`config.mk`:
```
export PLATFORM = sky130hd
export DESIGN_NAME = vid_mm_top
export DESIGN_NICKNAME = d
export VERILOG_FILES = /design/src/rtl/vid_mm_pkg.sv /design/src/rtl/pixel_packer.sv /design/src/rtl/burst_writer.sv /design/src/rtl/burst_reader.sv /design/src/rtl/pixel_unpacker.sv /design/src/rtl/vid_mm_top.sv
export SDC_FILE = /design/constraint.sdc
export NUM_CORES = 2
export LEC_CHECK = 0
export ABC_CLOCK_PERIOD_IN_PS = 8600
export BUFFER_PORTS_ARGS = -buffer_cell sky130_fd_sc_hd__buf_2
export CAP_MARGIN = 20
export CORE_MARGIN = 5
export CORE_UTILIZATION = 62
export DETAILED_ROUTE_END_ITERATION = 8
export GPL_ROUTABILITY_DRIVEN = 1
export GPL_TIMING_DRIVEN = 0
export PLACE_DENSITY = 0.82
export SETUP_SLACK_MARGIN = 0.4
export SKIP_CTS_REPAIR_TIMING = 1
export SLEW_MARGIN = 20
export SYNTH_ARGS = -nofsm -noshare
export SYNTH_HDL_FRONTEND = slang
export SYNTH_SLANG_ARGS = --single-unit
```
`constraint.sdc`:
```
create_clock -name mm_tras_inst -period 8.6 [get_ports mm_tras_inst]
set_input_delay 0.86 -clock mm_tras_inst [delete_from_list [all_inputs] [get_ports mm_tras_inst]]
set_output_delay 0.86 -clock mm_tras_inst [all_outputs]
set_load 0.1 [all_outputs]
```
`src/rtl/vid_mm_pkg.sv`:
```
/*
 * shared widths, vector typedefs, memory channel structs
 * and FSM state enums of the frame buffer path
 */
`default_nettype none

package vid_mm_pkg;

    // pixel and memory word geometry
    localparam int PIX_W        = 16;
    localparam int WORD_W       = 64;
    localparam int PIX_PER_WORD = WORD_W / PIX_W;
    // word address and burst length widths
    localparam int ADDR_W       = 12;
    localparam int BLEN_W       = 8;

    typedef logic [PIX_W-1:0]                pix_t;
    typedef logic [WORD_W-1:0]               word_t;
    typedef logic [$clog2(PIX_PER_WORD)-1:0] lane_t;
    typedef logic [ADDR_W-1:0]               addr_t;
    // number of beats, not beats minus one
    typedef logic [BLEN_W-1:0]               blen_t;

    typedef struct packed {
        addr_t addr;
        blen_t len;
    } mm_aw_t;

    typedef struct packed {
        word_t data;
        logic  last;
    } mm_w_t;

    typedef struct packed {
        addr_t addr;
        blen_t len;
    } mm_ar_t;

    typedef struct packed {
        word_t data;
        logic  last;
    } mm_r_t;

    typedef enum logic [1:0] {wr_idle, wr_addr, wr_data} wr_state_t;
    typedef enum logic [1:0] {rd_idle, rd_addr, rd_data} rd_state_t;

endpackage

`default_nettype wire

```
`src/rtl/pixel_packer.sv`:
```
/*
 * pixel_packer: gathers raster pixels into memory words
 * and turns vsync into a registered frame start
 */
`timescale 1ns/1ns
`default_nettype none

module pixel_packer (
    input  wire                    mm_tras_inst,
    input  wire                    rst_n,
    input  wire                    vsync,
    input  wire                    de,
    input  wire vid_mm_pkg::pix_t  pix,
    output logic                   word_valid,
    output vid_mm_pkg::word_t      word,
    output logic                   frame_start
);

    vid_mm_pkg::lane_t lane;
    vid_mm_pkg::word_t asm_word;
    logic              lane_full;

    // last lane of the word being filled
    assign lane_full = (lane == vid_mm_pkg::lane_t'(vid_mm_pkg::PIX_PER_WORD - 1));

    always_ff @(posedge mm_tras_inst) begin
        if (!rst_n) begin
            lane        <= '0;
            word_valid  <= 1'b0;
            frame_start <= 1'b0;
        end else begin
            frame_start <= vsync;
            word_valid  <= 1'b0;
            if (vsync) begin
                // partial word of the old frame is dropped
                lane <= '0;
            end else if (de) begin
                lane       <= lane + 1'b1;
                word_valid <= lane_full;
            end
        end
    end

    // lane 0 lands in the low bits
    always_ff @(posedge mm_tras_inst) begin
        if (de && !vsync) begin
            asm_word[lane * vid_mm_pkg::PIX_W +: vid_mm_pkg::PIX_W] <= pix;
        end
    end

    // full word stays intact for the cycle after the last lane
    assign word = asm_word;

endmodule

`default_nettype wire

```
`src/rtl/burst_writer.sv`:
```
/*
 * burst_writer: circular word queue and write burst FSM
 * with frame restart of the address and sticky overflow
 */
`timescale 1ns/1ns
`default_nettype none

module burst_writer #(
    parameter int BURST_LEN   = 4,
    parameter int QUEUE_DEPTH = 16
) (
    input  wire                     mm_tras_inst,
    input  wire                     rst_n,
    input  wire                     word_valid,
    input  wire vid_mm_pkg::word_t  word,
    input  wire                     frame_start,
    input  wire                     aw_ready,
    input  wire                     w_ready,
    output logic                    aw_valid,
    output vid_mm_pkg::mm_aw_t      aw,
    output logic                    w_valid,
    output vid_mm_pkg::mm_w_t       w,
    output logic                    overflow
);

    localparam int PTR_W = $clog2(QUEUE_DEPTH);
    localparam int CNT_W = PTR_W + 1;

    vid_mm_pkg::word_t     queue [QUEUE_DEPTH];
    logic [PTR_W-1:0]      wr_ptr;
    logic [PTR_W-1:0]      rd_ptr;
    logic [CNT_W-1:0]      count;
    logic                  full;
    logic                  push;
    logic                  pop;
    vid_mm_pkg::wr_state_t state;
    vid_mm_pkg::addr_t     cur_addr;
    vid_mm_pkg::blen_t     beat_cnt;
    logic                  restart_pend;

    assign full = (count == CNT_W'(QUEUE_DEPTH));
    assign push = word_valid && !full;
    assign pop  = w_valid && w_ready;

    assign aw_valid = (state == vid_mm_pkg::wr_addr);
    assign w_valid  = (state == vid_mm_pkg::wr_data);
    assign aw       = '{addr: cur_addr, len: vid_mm_pkg::blen_t'(BURST_LEN)};
    // head word is held until its beat is taken
    assign w        = '{data: queue[rd_ptr],
                        last: (beat_cnt == vid_mm_pkg::blen_t'(BURST_LEN - 1))};

    always_ff @(posedge mm_tras_inst) begin
        if (push) begin
            queue[wr_ptr] <= word;
        end
    end

    // queue pointers, fill level, overflow
    always_ff @(posedge mm_tras_inst) begin
        if (!rst_n) begin
            wr_ptr   <= '0;
            rd_ptr   <= '0;
            count    <= '0;
            overflow <= 1'b0;
        end else begin
            if (push) begin
                wr_ptr <= (wr_ptr == PTR_W'(QUEUE_DEPTH - 1)) ? '0 : wr_ptr + 1'b1;
            end
            if (pop) begin
                rd_ptr <= (rd_ptr == PTR_W'(QUEUE_DEPTH - 1)) ? '0 : rd_ptr + 1'b1;
            end
            case ({push, pop})
                2'b10:   count <= count + 1'b1;
                2'b01:   count <= count - 1'b1;
                default: count <= count;
            endcase
            if (word_valid && full) begin
                overflow <= 1'b1;
            end
        end
    end

    // burst FSM
    always_ff @(posedge mm_tras_inst) begin
        if (!rst_n) begin
            state        <= vid_mm_pkg::wr_idle;
            cur_addr     <= '0;
            beat_cnt     <= '0;
            restart_pend <= 1'b0;
        end else begin
            case (state)
                vid_mm_pkg::wr_idle: begin
                    beat_cnt <= '0;
                    // restart applies only between bursts
                    if (frame_start || restart_pend) begin
                        cur_addr     <= '0;
                        restart_pend <= 1'b0;
                    end
                    if (count >= CNT_W'(BURST_LEN)) begin
                        state <= vid_mm_pkg::wr_addr;
                    end
                end
                vid_mm_pkg::wr_addr: begin
                    if (frame_start) begin
                        restart_pend <= 1'b1;
                    end
                    if (aw_ready) begin
                        state <= vid_mm_pkg::wr_data;
                    end
                end
                default: begin
                    if (frame_start) begin
                        restart_pend <= 1'b1;
                    end
                    if (pop) begin
                        beat_cnt <= beat_cnt + 1'b1;
                        if (w.last) begin
                            cur_addr <= cur_addr + vid_mm_pkg::addr_t'(BURST_LEN);
                            state    <= vid_mm_pkg::wr_idle;
                        end
                    end
                end
            endcase
        end
    end

endmodule

`default_nettype wire

```
`src/rtl/burst_reader.sv`:
```
/*
 * burst_reader: read burst FSM with address wrap at the
 * frame size, and the circular buffer of returned words
 */
`timescale 1ns/1ns
`default_nettype none

module burst_reader #(
    parameter int BURST_LEN   = 4,
    parameter int QUEUE_DEPTH = 16
) (
    input  wire                     mm_tras_inst,
    input  wire                     rst_n,
    input  wire                     rd_enable,
    input  wire vid_mm_pkg::addr_t  frame_words,
    input  wire                     ar_ready,
    input  wire                     r_valid,
    input  wire vid_mm_pkg::mm_r_t  r,
    input  wire                     buf_pop,
    output logic                    ar_valid,
    output vid_mm_pkg::mm_ar_t      ar,
    output logic                    r_ready,
    output logic                    buf_valid,
    output vid_mm_pkg::word_t       buf_word
);

    localparam int PTR_W = $clog2(QUEUE_DEPTH);
    localparam int CNT_W = PTR_W + 1;

    vid_mm_pkg::word_t         rbuf [QUEUE_DEPTH];
    logic [PTR_W-1:0]          wr_ptr;
    logic [PTR_W-1:0]          rd_ptr;
    logic [CNT_W-1:0]          count;
    logic                      space_ok;
    logic                      push;
    vid_mm_pkg::rd_state_t     state;
    vid_mm_pkg::addr_t         cur_addr;
    logic [vid_mm_pkg::ADDR_W:0] next_addr;

    // a whole burst must fit before it is requested
    assign space_ok  = (CNT_W'(QUEUE_DEPTH) - count) >= CNT_W'(BURST_LEN);
    assign push      = r_valid && r_ready;
    // one extra bit so the wrap compare cannot overflow
    assign next_addr = {1'b0, cur_addr} + (vid_mm_pkg::ADDR_W + 1)'(BURST_LEN);

    assign ar_valid  = (state == vid_mm_pkg::rd_addr);
    assign r_ready   = (state == vid_mm_pkg::rd_data);
    assign ar        = '{addr: cur_addr, len: vid_mm_pkg::blen_t'(BURST_LEN)};
    assign buf_valid = (count != '0);
    assign buf_word  = rbuf[rd_ptr];

    always_ff @(posedge mm_tras_inst) begin
        if (push) begin
            rbuf[wr_ptr] <= r.data;
        end
    end

    always_ff @(posedge mm_tras_inst) begin
        if (!rst_n) begin
            wr_ptr <= '0;
            rd_ptr <= '0;
            count  <= '0;
        end else begin
            if (push) begin
                wr_ptr <= (wr_ptr == PTR_W'(QUEUE_DEPTH - 1)) ? '0 : wr_ptr + 1'b1;
            end
            if (buf_pop) begin
                rd_ptr <= (rd_ptr == PTR_W'(QUEUE_DEPTH - 1)) ? '0 : rd_ptr + 1'b1;
            end
            case ({push, buf_pop})
                2'b10:   count <= count + 1'b1;
                2'b01:   count <= count - 1'b1;
                default: count <= count;
            endcase
        end
    end

    // read burst FSM
    always_ff @(posedge mm_tras_inst) begin
        if (!rst_n) begin
            state    <= vid_mm_pkg::rd_idle;
            cur_addr <= '0;
        end else begin
            case (state)
                vid_mm_pkg::rd_idle: begin
                    if (rd_enable && space_ok) begin
                        state <= vid_mm_pkg::rd_addr;
                    end
                end
                vid_mm_pkg::rd_addr: begin
                    if (ar_ready) begin
                        state <= vid_mm_pkg::rd_data;
                    end
                end
                default: begin
                    if (push && r.last) begin
                        state <= vid_mm_pkg::rd_idle;
                        // back to frame start once the region is read out
                        if (next_addr >= {1'b0, frame_words}) begin
                            cur_addr <= '0;
                        end else begin
                            cur_addr <= next_addr[vid_mm_pkg::ADDR_W-1:0];
                        end
                    end
                end
            endcase
        end
    end

endmodule

`default_nettype wire

```
`src/rtl/pixel_unpacker.sv`:
```
/*
 * pixel_unpacker: splits buffered words into a valid/ready
 * pixel stream, lane 0 first
 */
`timescale 1ns/1ns
`default_nettype none

module pixel_unpacker (
    input  wire                     mm_tras_inst,
    input  wire                     rst_n,
    input  wire                     buf_valid,
    input  wire vid_mm_pkg::word_t  buf_word,
    input  wire                     out_ready,
    output logic                    buf_pop,
    output logic                    out_valid,
    output vid_mm_pkg::pix_t        out_pix
);

    vid_mm_pkg::lane_t lane;
    logic              xfer;
    logic              last_lane;

    assign last_lane = (lane == vid_mm_pkg::lane_t'(vid_mm_pkg::PIX_PER_WORD - 1));

    // head word offered while the buffer is not empty
    assign out_valid = buf_valid;
    assign out_pix   = buf_word[lane * vid_mm_pkg::PIX_W +: vid_mm_pkg::PIX_W];
    assign xfer      = out_valid && out_ready;
    // word leaves the buffer with its final lane
    assign buf_pop   = xfer && last_lane;

    always_ff @(posedge mm_tras_inst) begin
        if (!rst_n) begin
            lane <= '0;
        end else if (xfer) begin
            lane <= last_lane ? '0 : lane + 1'b1;
        end
    end

endmodule

`default_nettype wire

```
`src/rtl/vid_mm_top.sv`:
```
/*
 * vid_mm_top: pixel packer, burst writer, burst reader and
 * pixel unpacker around an external word memory
 */
`timescale 1ns/1ns
`default_nettype none

module vid_mm_top #(
    parameter int BURST_LEN   = 4,
    parameter int QUEUE_DEPTH = 16
) (
    input  wire                     mm_tras_inst,
    input  wire                     rst_n,
    // raster pixel input
    input  wire                     vsync,
    input  wire                     de,
    input  wire vid_mm_pkg::pix_t   pix,
    // memory write port
    output logic                    aw_valid,
    output vid_mm_pkg::mm_aw_t      aw,
    input  wire                     aw_ready,
    output logic                    w_valid,
    output vid_mm_pkg::mm_w_t       w,
    input  wire                     w_ready,
    output logic                    overflow,
    // memory read port
    input  wire                     rd_enable,
    input  wire vid_mm_pkg::addr_t  frame_words,
    output logic                    ar_valid,
    output vid_mm_pkg::mm_ar_t      ar,
    input  wire                     ar_ready,
    input  wire                     r_valid,
    input  wire vid_mm_pkg::mm_r_t  r,
    output logic                    r_ready,
    // pixel output
    output logic                    out_valid,
    output vid_mm_pkg::pix_t        out_pix,
    input  wire                     out_ready
);

    // packer to writer
    logic              word_valid;
    vid_mm_pkg::word_t word;
    logic              frame_start;
    // reader to unpacker
    logic              buf_valid;
    vid_mm_pkg::word_t buf_word;
    logic              buf_pop;

    pixel_packer u_pixel_packer (
        .mm_tras_inst (mm_tras_inst),
        .rst_n        (rst_n),
        .vsync        (vsync),
        .de           (de),
        .pix          (pix),
        .word_valid   (word_valid),
        .word         (word),
        .frame_start  (frame_start)
    );

    burst_writer #(
        .BURST_LEN   (BURST_LEN),
        .QUEUE_DEPTH (QUEUE_DEPTH)
    ) u_burst_writer (
        .mm_tras_inst (mm_tras_inst),
        .rst_n        (rst_n),
        .word_valid   (word_valid),
        .word         (word),
        .frame_start  (frame_start),
        .aw_ready     (aw_ready),
        .w_ready      (w_ready),
        .aw_valid     (aw_valid),
        .aw           (aw),
        .w_valid      (w_valid),
        .w            (w),
        .overflow     (overflow)
    );

    burst_reader #(
        .BURST_LEN   (BURST_LEN),
        .QUEUE_DEPTH (QUEUE_DEPTH)
    ) u_burst_reader (
        .mm_tras_inst (mm_tras_inst),
        .rst_n        (rst_n),
        .rd_enable    (rd_enable),
        .frame_words  (frame_words),
        .ar_ready     (ar_ready),
        .r_valid      (r_valid),
        .r            (r),
        .buf_pop      (buf_pop),
        .ar_valid     (ar_valid),
        .ar           (ar),
        .r_ready      (r_ready),
        .buf_valid    (buf_valid),
        .buf_word     (buf_word)
    );

    pixel_unpacker u_pixel_unpacker (
        .mm_tras_inst (mm_tras_inst),
        .rst_n        (rst_n),
        .buf_valid    (buf_valid),
        .buf_word     (buf_word),
        .out_ready    (out_ready),
        .buf_pop      (buf_pop),
        .out_valid    (out_valid),
        .out_pix      (out_pix)
    );

endmodule

`default_nettype wire

```
==> flow_summary.yaml <==
global_route:
  track_usage_pct: 32.3
  grt_pass1_wl_mm: 326
  grt_max_degree: 22
  grt-ovfl-total: 0
  antenna_found_initial: 28
  grt_pass1_vias: 45900
final_layout:
  fin_nets: 4780
  area_growth_pct: 15.3
  layout_common_cells: "2112 x edfxtp_1, 408 x mux2i_1, 373 x mux4_2, 263 x buf_2, 203 x clkbuf_16"
  final_common_cell: "edfxtp_1"
  drive_gt1_share_pct: 25.8
hold_path:
  min_path_cells: 3
  worstHoldPathType: "in -> reg"
logic_synthesis:
  synth.distinct_cells: 67
  synth_compound_area_share_pct: 2.83
  syn_area_um2: 84400
  synth-adder-area-share_pct: 0.626
  synth-seq-cells: 2186
  ys_seq_area_share_pct: 76.9
  synthFlopType: "edfxtp_1"
  synthXorXnorAreaFrac_pct: 0.353
  synth_top_family_by_area: "multiplexers"
  avgSynthCellArea_um2: 20.9
  postSynthCellCount: 4034
  yosysTopAreaCellShare_pct: 75.1
  ys_async_sr_fraction_pct: 0
  yosysTopAreaCell: "edfxtp_1"
  synthSimpleGateAreaFrac_pct: 2.59
  synth_edf_count: 2112
  yosys_warnings: 0
  ys_top_cells_by_area: "edfxtp_1 75%, mux4_2 10%, mux2i_1 4.8%, dfxtp_1 1.8%, a22oi_1 1.4%"
  synth.area.mux_share_pct: 15.0
route:
  postRouteAntennaNets: 0
  viasPerCell: 6.89
  drt_pre_antenna_iters: 6
  routedWlPerCell_um: 34.9
  drc: 0
  num_vias: 45500
  drt_wl_total_mm: 231
  first_iter_violations: 7126
power:
  power_w: 0.0207
  ir_drop_uv: 227
  leakage_nw: 30.3
  powerDensity_nw_per_um2: 212
timing:
  clock-skew-final_ns: 0.0775
  max_freq_mhz: 188
  slew_violations: 0
  finalCritPeriodShare_pct: 61.8
  rsz0062_at_grt: "false"
  tightest_slew_ns: 1.29
  setup_viol_count_final: 0
  relSlewSlack_pct: 13.7
  tns_ns: 0
  hold_viol_final: 0
  finalCriticalPeriod_ns: 5.31
die:
  die_h_um: 379
  ios: 230
  start_util_pct: 62.4
  core_um2: 135000
  rows: 135
  die_w_um: 379
  die_area_um2: 144000
critical_path:
  endpoint_kind: "output port"
  arrival_ns: 4.45
  critical_path_class: "reg -> out"
  critPathMaxFanout: 10
  worstRegToRegCells: 9
  worstPathRequired_ns: 7.74
  start_kind: "flip-flop"
  r2r_setup_slack_ns: 5.04
clock_network:
  cts_inserted_buffers: 201
  cts_root_buf: "clkbuf_16"
  htreeDepth: 4
  cts_tree: "yes"
  cts.sinks: 2186
  clk_latency_ns: 0.87
  clk_pin_slew_ns: 0.06
  clock_path_buffers: 3
job:
  drv_cap: 0
run_status:
  status: "complete, no violations"
placement:
  io_buffer_count: 208
  hpwl_mm: 142
  gp_congestion: 0.835
flip-flops by register name (all words and copies together) (netlist names), 4 cells and up, named ones only:
| register | cells |
|---|---|
| u_burst_reader.rd_ptr | 4 |
| u_burst_reader.wr_ptr | 4 |
| u_burst_reader.count | 5 |
| u_burst_writer.queue | 1024 |
| u_burst_writer.rd_ptr | 4 |
| u_pixel_packer.word | 64 |
| u_burst_writer.count | 5 |
| u_burst_writer.wr_ptr | 4 |
| u_burst_writer.beat_cnt | 8 |
| u_burst_reader.rbuf | 1024 |
| u_burst_writer.cur_addr | 10 |
| u_burst_reader.cur_addr | 10 |
worst max-delay path: stages (launching register included):
cell      delay [ns]
dfxtp_1         0.55
nor4bb_1        0.29
clkbuf_1        0.44
clkbuf_1        1.01
a22oi_1         0.19
nand4_1         0.14
a211o_1         0.42
o31ai_1         0.25
buf_2           0.35
cell usage after synthesis, types with 7 or more instances:
| cell | n |
|---|---|
| mux2_2 | 17 |
| a21oi_1 | 28 |
| and2_1 | 86 |
| a211o_1 | 18 |
| buf_6 | 12 |
| buf_4 | 71 |
| buf_2 | 54 |
| a22oi_1 | 163 |
| mux4_2 | 373 |
| a21boi_0 | 7 |
| nor2_1 | 56 |
| ha_1 | 39 |
| clkbuf_1 | 68 |
| a22o_1 | 14 |
| xor2_1 | 19 |
| nor4bb_1 | 7 |
| buf_1 | 19 |
| nor3_1 | 20 |
| edfxtp_1 | 2112 |
| inv_1 | 35 |
| nand3_1 | 18 |
| dfxtp_1 | 74 |
| o21ai_0 | 28 |
| and3_1 | 13 |
| nand2b_1 | 7 |
| xnor2_1 | 15 |
| o31ai_1 | 22 |
| nand2_1 | 73 |
| mux2i_1 | 408 |
| nand4_1 | 58 |
| nor2b_1 | 18 |
final cells by class:
class	count	area, um2
Sequential cell	2186	64900
Fill cell	7278	38000
Multi-Input combinational cell	1605	18400
Clock buffer	235	5210
Timing Repair Buffer	381	3860
Tap cell	1781	2230
Buffer	225	1280
Clock inverter	130	1210
Inverter	36	135
Antenna cell	28	70.1
path summary, 6_finish.rpt:
| kind | from | to |
|---|---|---|
| max | flip-flop | out_pix[7] |
| min reg2reg | u_burst_reader.count[4]$_SDFFE_PN0P_ | u_burst_reader.count[4]$_SDFFE_PN0P_ |
| max reg2reg | u_burst_writer.count[0]$_SDFFE_PN0P_ | u_burst_writer.queue[1][25]$_DFFE_PP_ |
| min | rd_enable | u_burst_reader.state[0]$_SDFFE_PN0P_ |
report_power, final:
part	switching, W	internal [W]
Combinational	0.000219	0.0000526
Clock	0.00398	0.00475
Sequential	0.0000303	0.0116
logic make-up (layout without fill, tap and decap cells):
group	after synthesis	after routing
XOR/XNOR	34	34
multiplexers	798	798
flip-flops	2186	2186
AO/OA/AOI/OAI	326	326
AND/OR/NAND/NOR	386	386
other	2	48
adder cells (fa/ha/maj)	41	41
buffers and inverters	261	1007
routing by layer:
layer / up-vias / global-route usage (%) / wire, um
met5: - / 0 / 112
met4: 16 / 16.4 / 13400
met3: 738 / 8.11 / 28000
met2: 3820 / 52.6 / 114000
met1: 23100 / 41.0 / 75800
li1: 17900 / - / -
per-stage QoR:
step                setup WS, ns  util, %  cell area, um2  hold WS, ns  instances
global route                3.35     71.9           97200        0.314       6583
detailed placement          4.31     67.1           90800        0.454       6214
global placement           -3.17     64.8           87700        0.444       6041
CTS                         3.44     71.8           97200        0.282       6579
floorplan                   2.18        -           84500        0.435       4052
finish                      3.29     71.9           97300        0.334       6607
Power figures use the tool's default switching activity.
